**src/rtl/usb_bulk_config.svh**
```systemverilog
`ifndef USB_BULK_CONFIG_SVH
`define USB_BULK_CONFIG_SVH

// Bytes in one full bulk chunk, kept small so that chunking shows up quickly
`define USB_MAX_PACKET_SIZE 8

// Packet FIFO size in bytes, must be a power of two
`define PACKET_FIFO_DEPTH 32

// Endpoint numbers answered by the two bulk IN endpoints
`define EP1_ADDR 4'd1
`define EP2_ADDR 4'd2

`endif

```
**src/rtl/usb_bulk_pkg.sv**
```systemverilog
package usb_bulk_pkg;

  `include "usb_bulk_config.svh"

  // One payload byte on any stream
  typedef logic [7:0] byte_t;

  // Endpoint number carried by an IN token
  typedef logic [3:0] ep_addr_t;

  // Byte index within one chunk
  typedef logic [$clog2(`USB_MAX_PACKET_SIZE)-1:0] pkt_count_t;

  // FIFO fill level, one extra bit so that full is representable
  typedef logic [$clog2(`PACKET_FIFO_DEPTH):0] fifo_level_t;

  // Receive side of an endpoint
  typedef enum logic [1:0] {RX_HALT, RX_RECV, RX_FULL} rx_state_t;

  // Transmit side of an endpoint
  typedef enum logic [2:0] {TX_IDLE, TX_SEND, TX_WAIT, TX_NONE, TX_REDO} tx_state_t;

  // Token router and PID prefixing
  typedef enum logic [1:0] {MX_IDLE, MX_PID, MX_DATA, MX_WAIT} mux_state_t;

  // DATA PIDs with their check nibbles
  localparam byte_t PID_DATA0 = 8'hC3;
  localparam byte_t PID_DATA1 = 8'h4B;

endpackage

```
**src/rtl/byte_stream_if.sv**
```systemverilog
`timescale 1ns/1ns

interface byte_stream_if
  import usb_bulk_pkg::*;
();

  logic  tvalid;
  logic  tready;
  // Low only on the single ZDP beat
  logic  tkeep;
  logic  tlast;
  byte_t tdata;

  // Producer of the bytes
  modport source (output tvalid, tkeep, tlast, tdata, input tready);

  // Consumer of the bytes
  modport sink (input tvalid, tkeep, tlast, tdata, output tready);

endinterface

```
**src/rtl/packet_fifo.sv**
```systemverilog
`timescale 1ns/1ns

`include "usb_bulk_config.svh"

module packet_fifo
  import usb_bulk_pkg::*;
(
  input  logic        clock,
  input  logic        rst_i,

  // Chunk control from the endpoint
  input  logic        save_i,
  input  logic        redo_i,
  input  logic        next_i,

  // Write side
  input  logic        valid_i,
  output logic        ready_o,
  input  logic        last_i,
  input  byte_t       data_i,

  // Read side through the output register
  output logic        valid_o,
  input  logic        ready_i,
  output logic        last_o,
  output byte_t       data_o,

  output fifo_level_t level_o
);

  localparam int DEPTH = `PACKET_FIFO_DEPTH;
  localparam int AW = $clog2(DEPTH);

  // Storage, bytes plus their frame-end flags
  byte_t mem_data [DEPTH];
  logic  mem_last [DEPTH];

  // Pointers carry one wrap bit, same width as the level
  fifo_level_t wr_ptr;
  fifo_level_t cm_ptr;
  fifo_level_t rd_ptr;
  fifo_level_t st_ptr;

  logic wr_en;
  logic avail;
  logic load;

  // Level spans from the unreleased chunk start to the write pointer
  assign level_o = wr_ptr - st_ptr;
  assign ready_o = level_o != fifo_level_t'(DEPTH);
  assign wr_en = valid_i && ready_o;

  // Only committed bytes may be read
  assign avail = rd_ptr != cm_ptr;

  // Fill the output register when empty or being drained
  assign load = avail && (!valid_o || ready_i) && !redo_i;

  always_ff @(posedge clock) begin
    if (wr_en) begin
      mem_data[wr_ptr[AW-1:0]] <= data_i;
      mem_last[wr_ptr[AW-1:0]] <= last_i;
    end
  end

  always_ff @(posedge clock) begin
    if (load) begin
      data_o <= mem_data[rd_ptr[AW-1:0]];
      last_o <= mem_last[rd_ptr[AW-1:0]];
    end
  end

  always_ff @(posedge clock) begin
    if (rst_i) begin
      wr_ptr <= '0;
      cm_ptr <= '0;
      rd_ptr <= '0;
      st_ptr <= '0;
      valid_o <= 1'b0;
    end else begin
      if (wr_en) begin
        wr_ptr <= wr_ptr + 1'b1;
      end

      // Commit includes a byte written on the same edge
      if (save_i) begin
        cm_ptr <= wr_ptr + fifo_level_t'(wr_en);
      end

      // Rewind to the chunk start and drop any prefetched byte
      if (redo_i) begin
        rd_ptr <= st_ptr;
        valid_o <= 1'b0;
      end else if (load) begin
        rd_ptr <= rd_ptr + 1'b1;
        valid_o <= 1'b1;
      end else if (ready_i) begin
        valid_o <= 1'b0;
      end

      // A byte held in the output register is not consumed yet
      // so the new chunk starts one behind the read pointer
      if (next_i) begin
        st_ptr <= rd_ptr - fifo_level_t'(valid_o);
      end
    end
  end

endmodule

```
**src/rtl/ep_bulk_in.sv**
```systemverilog
`timescale 1ns/1ns

`include "usb_bulk_config.svh"

module ep_bulk_in
  import usb_bulk_pkg::*;
(
  input  logic clock,
  input  logic rst_i,

  // Configuration events from the control pipe
  input  logic set_conf_i,
  input  logic clr_conf_i,

  // Transaction signals routed by the multiplexer
  input  logic selected_i,
  input  logic ack_recv_i,
  input  logic timedout_i,

  output logic ep_ready_o,
  output logic stalled_o,
  output logic parity_o,

  // Bulk data source
  input  logic  s_tvalid_i,
  output logic  s_tready_o,
  input  logic  s_tlast_i,
  input  byte_t s_tdata_i,

  byte_stream_if.source tx
);

  localparam pkt_count_t CMAX = pkt_count_t'(`USB_MAX_PACKET_SIZE - 1);
  localparam int FULL_MARK = `PACKET_FIFO_DEPTH - `USB_MAX_PACKET_SIZE;

  rx_state_t   rx_state;
  tx_state_t   tx_state;
  logic        conf_q;
  logic        par_q;
  logic        full_q;
  logic        zdp_q;
  pkt_count_t  rcount;
  pkt_count_t  scount;
  fifo_level_t level_w;
  byte_t       data_r;

  logic fifo_clr;
  logic fifo_ready;
  logic save_w, redo_w, next_w;
  logic tvalid_r, tready_r, tlast_r;
  logic chunk_end;
  logic tx_fire;

  // FIFO is wiped on the same edge as a configuration event
  assign fifo_clr = rst_i || set_conf_i || clr_conf_i;

  assign stalled_o = !conf_q;
  assign parity_o = par_q;
  assign ep_ready_o = tvalid_r || zdp_q;

  assign s_tready_o = fifo_ready && rx_state == RX_RECV;

  // Chunk closes at frame end or after a full packet of bytes
  assign save_w = s_tvalid_i && s_tready_o && (s_tlast_i || rcount == CMAX);
  assign chunk_end = tlast_r || scount == CMAX;

  assign tx.tvalid = (tx_state == TX_SEND && tvalid_r) || tx_state == TX_NONE;
  assign tx.tkeep = tx_state == TX_SEND;
  assign tx.tlast = (tx_state == TX_SEND && chunk_end) || tx_state == TX_NONE;
  assign tx.tdata = tx.tkeep ? data_r : '0;
  assign tready_r = tx_state == TX_SEND && tx.tready;
  assign tx_fire = tx.tvalid && tx.tready;

  // Host response only counts while the packet is out
  assign redo_w = tx_state == TX_WAIT && selected_i && timedout_i;
  assign next_w = tx_state == TX_WAIT && selected_i && ack_recv_i;

  always_ff @(posedge clock) begin
    if (rst_i || clr_conf_i) begin
      conf_q <= 1'b0;
    end else if (set_conf_i) begin
      conf_q <= 1'b1;
    end
  end

  // Starts at DATA0 after configuration and flips on every ACK including ZDPs
  always_ff @(posedge clock) begin
    if (rst_i || set_conf_i) begin
      par_q <= 1'b0;
    end else if (next_w) begin
      par_q <= !par_q;
    end
  end

  always_ff @(posedge clock) begin
    if (fifo_clr) begin
      rcount <= '0;
      scount <= '0;
    end else begin
      if (s_tvalid_i && s_tready_o) begin
        rcount <= save_w ? '0 : rcount + 1'b1;
      end
      if (tx_state == TX_SEND && tx_fire) begin
        scount <= chunk_end ? '0 : scount + 1'b1;
      end
    end
  end

  // Receive side stops taking bytes while less than a chunk of room is left
  always_ff @(posedge clock) begin
    if (rst_i || clr_conf_i) begin
      rx_state <= RX_HALT;
    end else if (set_conf_i) begin
      rx_state <= RX_RECV;
    end else begin
      case (rx_state)
        RX_RECV: if (save_w && level_w >= fifo_level_t'(FULL_MARK)) rx_state <= RX_FULL;
        // Level only falls on an ACK
        RX_FULL: if (level_w <= fifo_level_t'(FULL_MARK)) rx_state <= RX_RECV;
        default: rx_state <= rx_state;
      endcase
    end
  end

  always_ff @(posedge clock) begin
    if (fifo_clr || !conf_q) begin
      tx_state <= TX_IDLE;
      full_q <= 1'b0;
      zdp_q <= 1'b0;
    end else begin
      case (tx_state)
        // Owed ZDP goes out before any further data
        TX_IDLE, TX_REDO: begin
          if (selected_i) begin
            tx_state <= zdp_q ? TX_NONE : TX_SEND;
          end
        end
        TX_SEND: begin
          if (tx_fire && chunk_end) begin
            tx_state <= TX_WAIT;
            // Frame ended exactly on a full chunk
            full_q <= tlast_r && scount == CMAX;
          end
        end
        TX_NONE: if (tx_fire) tx_state <= TX_WAIT;
        TX_WAIT: begin
          if (next_w) begin
            tx_state <= TX_IDLE;
            // An acked ZDP clears the debt and an acked data chunk may create one
            zdp_q <= !zdp_q && full_q;
          end else if (redo_w) begin
            tx_state <= TX_REDO;
          end
        end
        default: tx_state <= TX_IDLE;
      endcase
    end
  end

  packet_fifo u_fifo (
    .clock   (clock),
    .rst_i   (fifo_clr),
    .save_i  (save_w),
    .redo_i  (redo_w),
    .next_i  (next_w),
    .valid_i (s_tvalid_i && rx_state == RX_RECV),
    .ready_o (fifo_ready),
    .last_i  (s_tlast_i),
    .data_i  (s_tdata_i),
    .valid_o (tvalid_r),
    .ready_i (tready_r),
    .last_o  (tlast_r),
    .data_o  (data_r),
    .level_o (level_w)
  );

endmodule

```
**src/rtl/ep_tx_mux.sv**
```systemverilog
`timescale 1ns/1ns

`include "usb_bulk_config.svh"

module ep_tx_mux
  import usb_bulk_pkg::*;
(
  input  logic     clock,
  input  logic     rst_i,

  // IN token and host response strobes
  input  logic     token_i,
  input  ep_addr_t token_ep_i,
  input  logic     ack_recv_i,
  input  logic     timedout_i,

  // Endpoint status
  input  logic     parity1_i,
  input  logic     parity2_i,
  input  logic     ready1_i,
  input  logic     ready2_i,

  output logic     sel1_o,
  output logic     sel2_o,
  output logic     ack1_o,
  output logic     ack2_o,
  output logic     tmo1_o,
  output logic     tmo2_o,

  byte_stream_if.sink ep1,
  byte_stream_if.sink ep2,

  // Toward the packet encoder
  output logic     m_tvalid_o,
  input  logic     m_tready_i,
  output logic     m_tlast_o,
  output byte_t    m_tdata_o
);

  mux_state_t state;
  // Low picks endpoint 1
  logic       sel_q;
  logic       hit1, hit2;
  logic       fwd;
  logic       cur_valid, cur_keep, cur_last, cur_parity;
  byte_t      cur_data;

  // Tokens to an endpoint with nothing queued are not taken
  assign hit1 = token_i && token_ep_i == `EP1_ADDR && ready1_i;
  assign hit2 = token_i && token_ep_i == `EP2_ADDR && ready2_i;

  always_comb begin
    if (sel_q) begin
      cur_valid = ep2.tvalid;
      cur_keep = ep2.tkeep;
      cur_last = ep2.tlast;
      cur_data = ep2.tdata;
      cur_parity = parity2_i;
    end else begin
      cur_valid = ep1.tvalid;
      cur_keep = ep1.tkeep;
      cur_last = ep1.tlast;
      cur_data = ep1.tdata;
      cur_parity = parity1_i;
    end
  end

  // ZDP beat is swallowed together with the PID
  assign fwd = m_tready_i && (state == MX_DATA || (state == MX_PID && !cur_keep));
  assign ep1.tready = fwd && !sel_q;
  assign ep2.tready = fwd && sel_q;

  assign sel1_o = state != MX_IDLE && !sel_q;
  assign sel2_o = state != MX_IDLE && sel_q;
  assign ack1_o = state == MX_WAIT && !sel_q && ack_recv_i;
  assign ack2_o = state == MX_WAIT && sel_q && ack_recv_i;
  assign tmo1_o = state == MX_WAIT && !sel_q && timedout_i;
  assign tmo2_o = state == MX_WAIT && sel_q && timedout_i;

  always_comb begin
    m_tvalid_o = 1'b0;
    m_tlast_o = 1'b0;
    m_tdata_o = cur_data;
    case (state)
      // PID waits for the endpoint's first beat to know the packet kind
      MX_PID: begin
        m_tvalid_o = cur_valid;
        m_tlast_o = !cur_keep;
        m_tdata_o = cur_parity ? PID_DATA1 : PID_DATA0;
      end
      MX_DATA: begin
        m_tvalid_o = cur_valid;
        m_tlast_o = cur_last;
      end
      default: begin
        m_tvalid_o = 1'b0;
      end
    endcase
  end

  always_ff @(posedge clock) begin
    if (rst_i) begin
      state <= MX_IDLE;
      sel_q <= 1'b0;
    end else begin
      case (state)
        MX_IDLE: begin
          if (hit1 || hit2) begin
            state <= MX_PID;
            sel_q <= hit2;
          end
        end
        MX_PID: if (cur_valid && m_tready_i) state <= cur_keep ? MX_DATA : MX_WAIT;
        MX_DATA: if (cur_valid && m_tready_i && cur_last) state <= MX_WAIT;
        MX_WAIT: if (ack_recv_i || timedout_i) state <= MX_IDLE;
        default: state <= MX_IDLE;
      endcase
    end
  end

endmodule

```
**src/rtl/usb_bulk_in_top.sv**
```systemverilog
`timescale 1ns/1ns

module usb_bulk_in_top
  import usb_bulk_pkg::*;
(
  input  logic       clock,
  input  logic       rst_i,

  // Per-endpoint configuration events, bit 0 is endpoint 1
  input  logic [1:0] set_conf_i,
  input  logic [1:0] clr_conf_i,

  input  logic       token_i,
  input  ep_addr_t   token_ep_i,
  input  logic       ack_recv_i,
  input  logic       timedout_i,

  input  logic       s1_tvalid_i,
  output logic       s1_tready_o,
  input  logic       s1_tlast_i,
  input  byte_t      s1_tdata_i,

  input  logic       s2_tvalid_i,
  output logic       s2_tready_o,
  input  logic       s2_tlast_i,
  input  byte_t      s2_tdata_i,

  output logic       m_tvalid_o,
  input  logic       m_tready_i,
  output logic       m_tlast_o,
  output byte_t      m_tdata_o,

  output logic [1:0] ep_ready_o,
  output logic [1:0] stalled_o
);

  logic sel1, sel2, ack1, ack2, tmo1, tmo2;
  logic par1, par2;

  byte_stream_if ep1_tx ();
  byte_stream_if ep2_tx ();

  ep_bulk_in u_ep1 (
    .clock      (clock),
    .rst_i      (rst_i),
    .set_conf_i (set_conf_i[0]),
    .clr_conf_i (clr_conf_i[0]),
    .selected_i (sel1),
    .ack_recv_i (ack1),
    .timedout_i (tmo1),
    .ep_ready_o (ep_ready_o[0]),
    .stalled_o  (stalled_o[0]),
    .parity_o   (par1),
    .s_tvalid_i (s1_tvalid_i),
    .s_tready_o (s1_tready_o),
    .s_tlast_i  (s1_tlast_i),
    .s_tdata_i  (s1_tdata_i),
    .tx         (ep1_tx)
  );

  ep_bulk_in u_ep2 (
    .clock      (clock),
    .rst_i      (rst_i),
    .set_conf_i (set_conf_i[1]),
    .clr_conf_i (clr_conf_i[1]),
    .selected_i (sel2),
    .ack_recv_i (ack2),
    .timedout_i (tmo2),
    .ep_ready_o (ep_ready_o[1]),
    .stalled_o  (stalled_o[1]),
    .parity_o   (par2),
    .s_tvalid_i (s2_tvalid_i),
    .s_tready_o (s2_tready_o),
    .s_tlast_i  (s2_tlast_i),
    .s_tdata_i  (s2_tdata_i),
    .tx         (ep2_tx)
  );

  ep_tx_mux u_mux (
    .clock      (clock),
    .rst_i      (rst_i),
    .token_i    (token_i),
    .token_ep_i (token_ep_i),
    .ack_recv_i (ack_recv_i),
    .timedout_i (timedout_i),
    .parity1_i  (par1),
    .parity2_i  (par2),
    .ready1_i   (ep_ready_o[0]),
    .ready2_i   (ep_ready_o[1]),
    .sel1_o     (sel1),
    .sel2_o     (sel2),
    .ack1_o     (ack1),
    .ack2_o     (ack2),
    .tmo1_o     (tmo1),
    .tmo2_o     (tmo2),
    .ep1        (ep1_tx),
    .ep2        (ep2_tx),
    .m_tvalid_o (m_tvalid_o),
    .m_tready_i (m_tready_i),
    .m_tlast_o  (m_tlast_o),
    .m_tdata_o  (m_tdata_o)
  );

endmodule

```
**config.mk**
```make
export PLATFORM = sky130hd
export DESIGN_NAME = usb_bulk_in_top
export DESIGN_NICKNAME = d
export VERILOG_FILES = /design/src/rtl/usb_bulk_pkg.sv /design/src/rtl/byte_stream_if.sv /design/src/rtl/packet_fifo.sv /design/src/rtl/ep_bulk_in.sv /design/src/rtl/ep_tx_mux.sv /design/src/rtl/usb_bulk_in_top.sv
export VERILOG_INCLUDE_DIRS = /design/src /design/src/rtl
export SDC_FILE = /design/constraint.sdc
export NUM_CORES = 1
export LEC_CHECK = 0
export BUFFER_PORTS_ARGS = -buffer_cell sky130_fd_sc_hd__buf_2
export CAP_MARGIN = 40
export CELL_PAD_IN_SITES_DETAIL_PLACEMENT = 1
export CELL_PAD_IN_SITES_GLOBAL_PLACEMENT = 1
export CORE_MARGIN = 8
export CORE_UTILIZATION = 45
export DETAILED_ROUTE_END_ITERATION = 10
export PLACE_DENSITY = 0.71
export SYNTH_ARGS = -nofsm -noshare
export SYNTH_HDL_FRONTEND = slang
export SYNTH_SLANG_ARGS = --single-unit
```
**constraint.sdc**
```tcl
create_clock -name clock -period 7.4 [get_ports clock]
set_input_delay 0.37 -clock clock [delete_from_list [all_inputs] [get_ports clock]]
set_output_delay 0.37 -clock clock [all_outputs]
set_load 0.01 [all_outputs]
```
==> out/metrics.yaml <==
placed_design:
  hpwlAfterDp_mm: 42.92
  placed_cell_area_mm2: 0.02922
  dp.cells: 2392
  gp_congestion: 0.8001
  port_buffers: 49
global_routing:
  grt.total_usage: 0.1921
  grt_overflow_total: 0
  antenna_found_initial: 0
  grt_pass1_wl_mm: 102.3
  grt_start_max_net_pins: 54
  first_global_vias: 15560
cts:
  clk_pin_slew_ns: 0.06
  htreeDepth: 3
  numCtsBuffers: 72
  cts_tree: "done"
  cts-root-buf: "clkbuf_16"
  cts_sinks: 677
  post-cts-setup-buffer-count: 0
  cts-resized-gates: 0
  cts.hold.buffers_added: 1
  cts.path.max_buffers: 3
  clock_latency_ns: 0.62
power:
  finalPower_mw: 7.884
  cellPowerDensity_mw_per_mm2: 249.5
  p_leak_nw: 9.822
  max-vdd-ir-drop_uv: 234.2
synth:
  ys_warn_count: 0
  ys_ff_latch: 677
  syn_area_mm2: 0.02806
  netlist.area_leader.share: 0.6358
  seq_area_frac_synth: 0.6950
  synth_top_family_by_area: "multiplexers"
  syn_nets: 1645
  async_flop_share: 0
  synth_xor_area_frac: 0.01895
  synth_edf_count: 594
  synth_top_area_cell: "edfxtp_1"
  yosys.area_share.simple: 0.05762
  synth_adder_area_share: 0.02007
  synth_compound_area_frac: 0.03617
  synth_area_leaders: "edfxtp_1 (64%), mux4_2 (14%), dfxtp_1 (5.9%), ha_1 (2.0%), nor2_1 (1.5%)"
  syn_avg_cell_area_um2: 17.92
  yosysUniqueCellTypes: 75
  muxShareOfSynthArea: 0.1539
  synthCells: 1566
  ys.flop_type: "edfxtp_1"
floorplan:
  dieWidth_um: 265.7
  initial_core_util: 0.4546
  num_rows: 91
  dieArea_mm2: 0.07059
  core-area_mm2: 0.06171
  io_pins: 50
  die_y_um: 265.7
timing:
  final.setup.tns_ns: 0
  drv_slew: 0
  slew_headroom: 0.4226
  fmax_mhz: 257.8
  layout_min_cycle_time_ns: 3.879
  fin_crit_sh: 0.5242
  skew_ns: 0.03046
  setup_viol: 0
  final_hold_viol_count: 0
  rsz0062_at_grt: "false"
  tightest_slew_ns: 0.8630
setup_path:
  reg2regPathDepth: 8
  arrival_ns: 4.10
  path_max_fanout: 14
  slowest_stage: "nor2_1"
  worstPathRequired_ns: 7.62
  crit_chain: "ha_1 -> o21ai_0 -> a21oi_1 -> o211ai_1 -> a211oi_4 -> nor2_2 -> nand2_1 -> nor2_1"
  r2r_start: "u_ep2.u_fifo.wr_ptr[2]"
  critPathLaunch: "u_ep2.u_fifo.wr_ptr[2]"
  path_class: "flop to flop"
  endpoint_kind: "flop"
  r2r-end: "u_ep2.u_fifo.mem_data[13][4]"
  r2r_setup_slack_ns: 3.52
  max_stage_delay_ns: 0.78
  start_kind: "flop"
  endpoint: "u_ep2.u_fifo.mem_data[13][4]"
routing:
  vias: 14890
  drc: 0
  drt_iter0_markers: 1302
  drt-total-wl_mm: 67.49
  via_per_inst: 5.904
  ant_nets: 0
  wl_per_cell_um: 26.76
  first_pass_iters: 5
run_status:
  status: "finished clean"
final_layout:
  fin_cells: 2522
  area.growth.synth_to_final_pct: 12.63
  stdcell_area_mm2: 0.03160
  layout.nets: 1710
  drive_gt1_frac: 0.2421
  antenna_cells: 0
hold_path:
  hold_path_class: "input pin to flop"
run:
  cap_violations: 0
==> report_power, final <==
group | internal [mW] | total (mW) | switching (mW)
logic | 0.0274 | 0.125 | 0.0976
registers | 4.15 | 4.15 | 0.00322
clock network | 2.08 | 3.61 | 1.52
==> worst max-delay path: cells and delay by family (launching register included) <==
kind	cells	cell delay, ns
simple gates	3	1.64
flops	1	0.64
compound gates	4	0.82
fa+ha+maj	1	0.38
==> how the worst min path moves through the flow <==
stage	start	end	slack [ns]	depth (start not counted)
floorplan	u_ep1.rcount[1]	u_ep1.rcount[1]	0.44	2
global placement	u_ep1.scount[1]	u_ep1.scount[1]	0.44	2
detailed placement	u_ep1.scount[2]	u_ep1.scount[2]	0.46	2
CTS	set_conf_i[1]	u_ep2.parity_o	0.005	2
global route	set_conf_i[1]	u_ep2.parity_o	0.04	2
finish	set_conf_i[1]	u_ep2.parity_o	0.04	2
==> flip-flops by register name, summed over array words and instances (netlist names), 8 cells and up <==
signal	cells
u_ep1.u_fifo.data_o	8
u_ep1.u_fifo.mem_data	256
u_ep1.u_fifo.mem_last	32
u_ep2.u_fifo.data_o	8
u_ep2.u_fifo.mem_data	256
u_ep2.u_fifo.mem_last	32
==> placed cells by master, fill, tap and decap left out, drive strengths merged, types with 26 or more instances in the layout <==
cell,Yosys,final
nand3,40,40
o21ai,26,26
edfxtp,594,594
dfxtp,83,83
a21oi,39,39
mux4,180,180
nor2,115,115
a211oi,28,28
buf,38,72
and3,28,28
nand2,40,40
clkbuf,44,88
clkinv,0,26
xnor2,38,38
ha,45,45
inv,36,40
==> cell type report <==
| class | instances | area (µm²) |
|---|---|---|
| multi-input combinational | 771 | 8043 |
| tap | 837 | 1047 |
| clock inverter | 40 | 436.7 |
| timing repair buffer | 73 | 495.5 |
| sequential | 677 | 19510 |
| inverter | 36 | 137.6 |
| clock buffer | 88 | 1924 |
| fill | 5705 | 30110 |
==> synth_stat cells (3+ instances only) <==
master / number
nand2b_1: 7
xor2_1: 19
mux2i_1: 6
ha_1: 45
or2_2: 4
buf_1: 11
mux4_2: 180
nand3_1: 38
nor4_1: 4
a21oi_1: 39
nor3b_1: 7
clkbuf_1: 44
xnor2_1: 38
nor4b_1: 3
dfxtp_1: 83
a211oi_1: 26
edfxtp_1: 594
a22oi_1: 5
nand3b_1: 6
inv_1: 35
o31ai_1: 10
o211ai_1: 5
o21a_1: 8
or3_1: 7
o21ai_0: 24
buf_6: 4
nand2_1: 40
buf_2: 19
nor2_1: 114
and2_1: 3
nand4_1: 3
mux2_2: 18
a221o_1: 3
nor3_1: 24
and3_1: 28
buf_4: 4
nor2b_1: 8
==> stage by stage <==
stage,setup WS [ns],hold WS (ns),util
after floorplan,4.349,0.4356,-
after global placement,3.731,0.4421,0.4709
after detailed placement,3.508,0.4554,0.4735
after CTS,3.515,0.005306,0.5119
after global routing,3.253,0.03884,0.5120
final,3.521,0.03870,0.5120
==> cell families (layout without fill, tap and decap cells) <==
group                    count (synthesis)  in the layout
AO/OA/AOI/OAI                          148            148
XOR/XNOR                                59             59
adder cells (fa/ha/maj)                 45             45
buffers and inverters                  118            237
flip-flops                             677            677
multiplexers                           204            204
AND/OR/NAND/NOR                        315            315
==> routing by layer <==
layer / global-route usage / vias up / share of wire
met1: 0.2845 / 7929 / 0.46
met4: 0.04820 / 0 / 0.018
met2: 0.3008 / 471 / 0.47
li1: - / 6408 / -
met5: 0 / - / 0
met3: 0.02639 / 83 / 0.054
No activity file was read; power rests on OpenSTA's default activity.
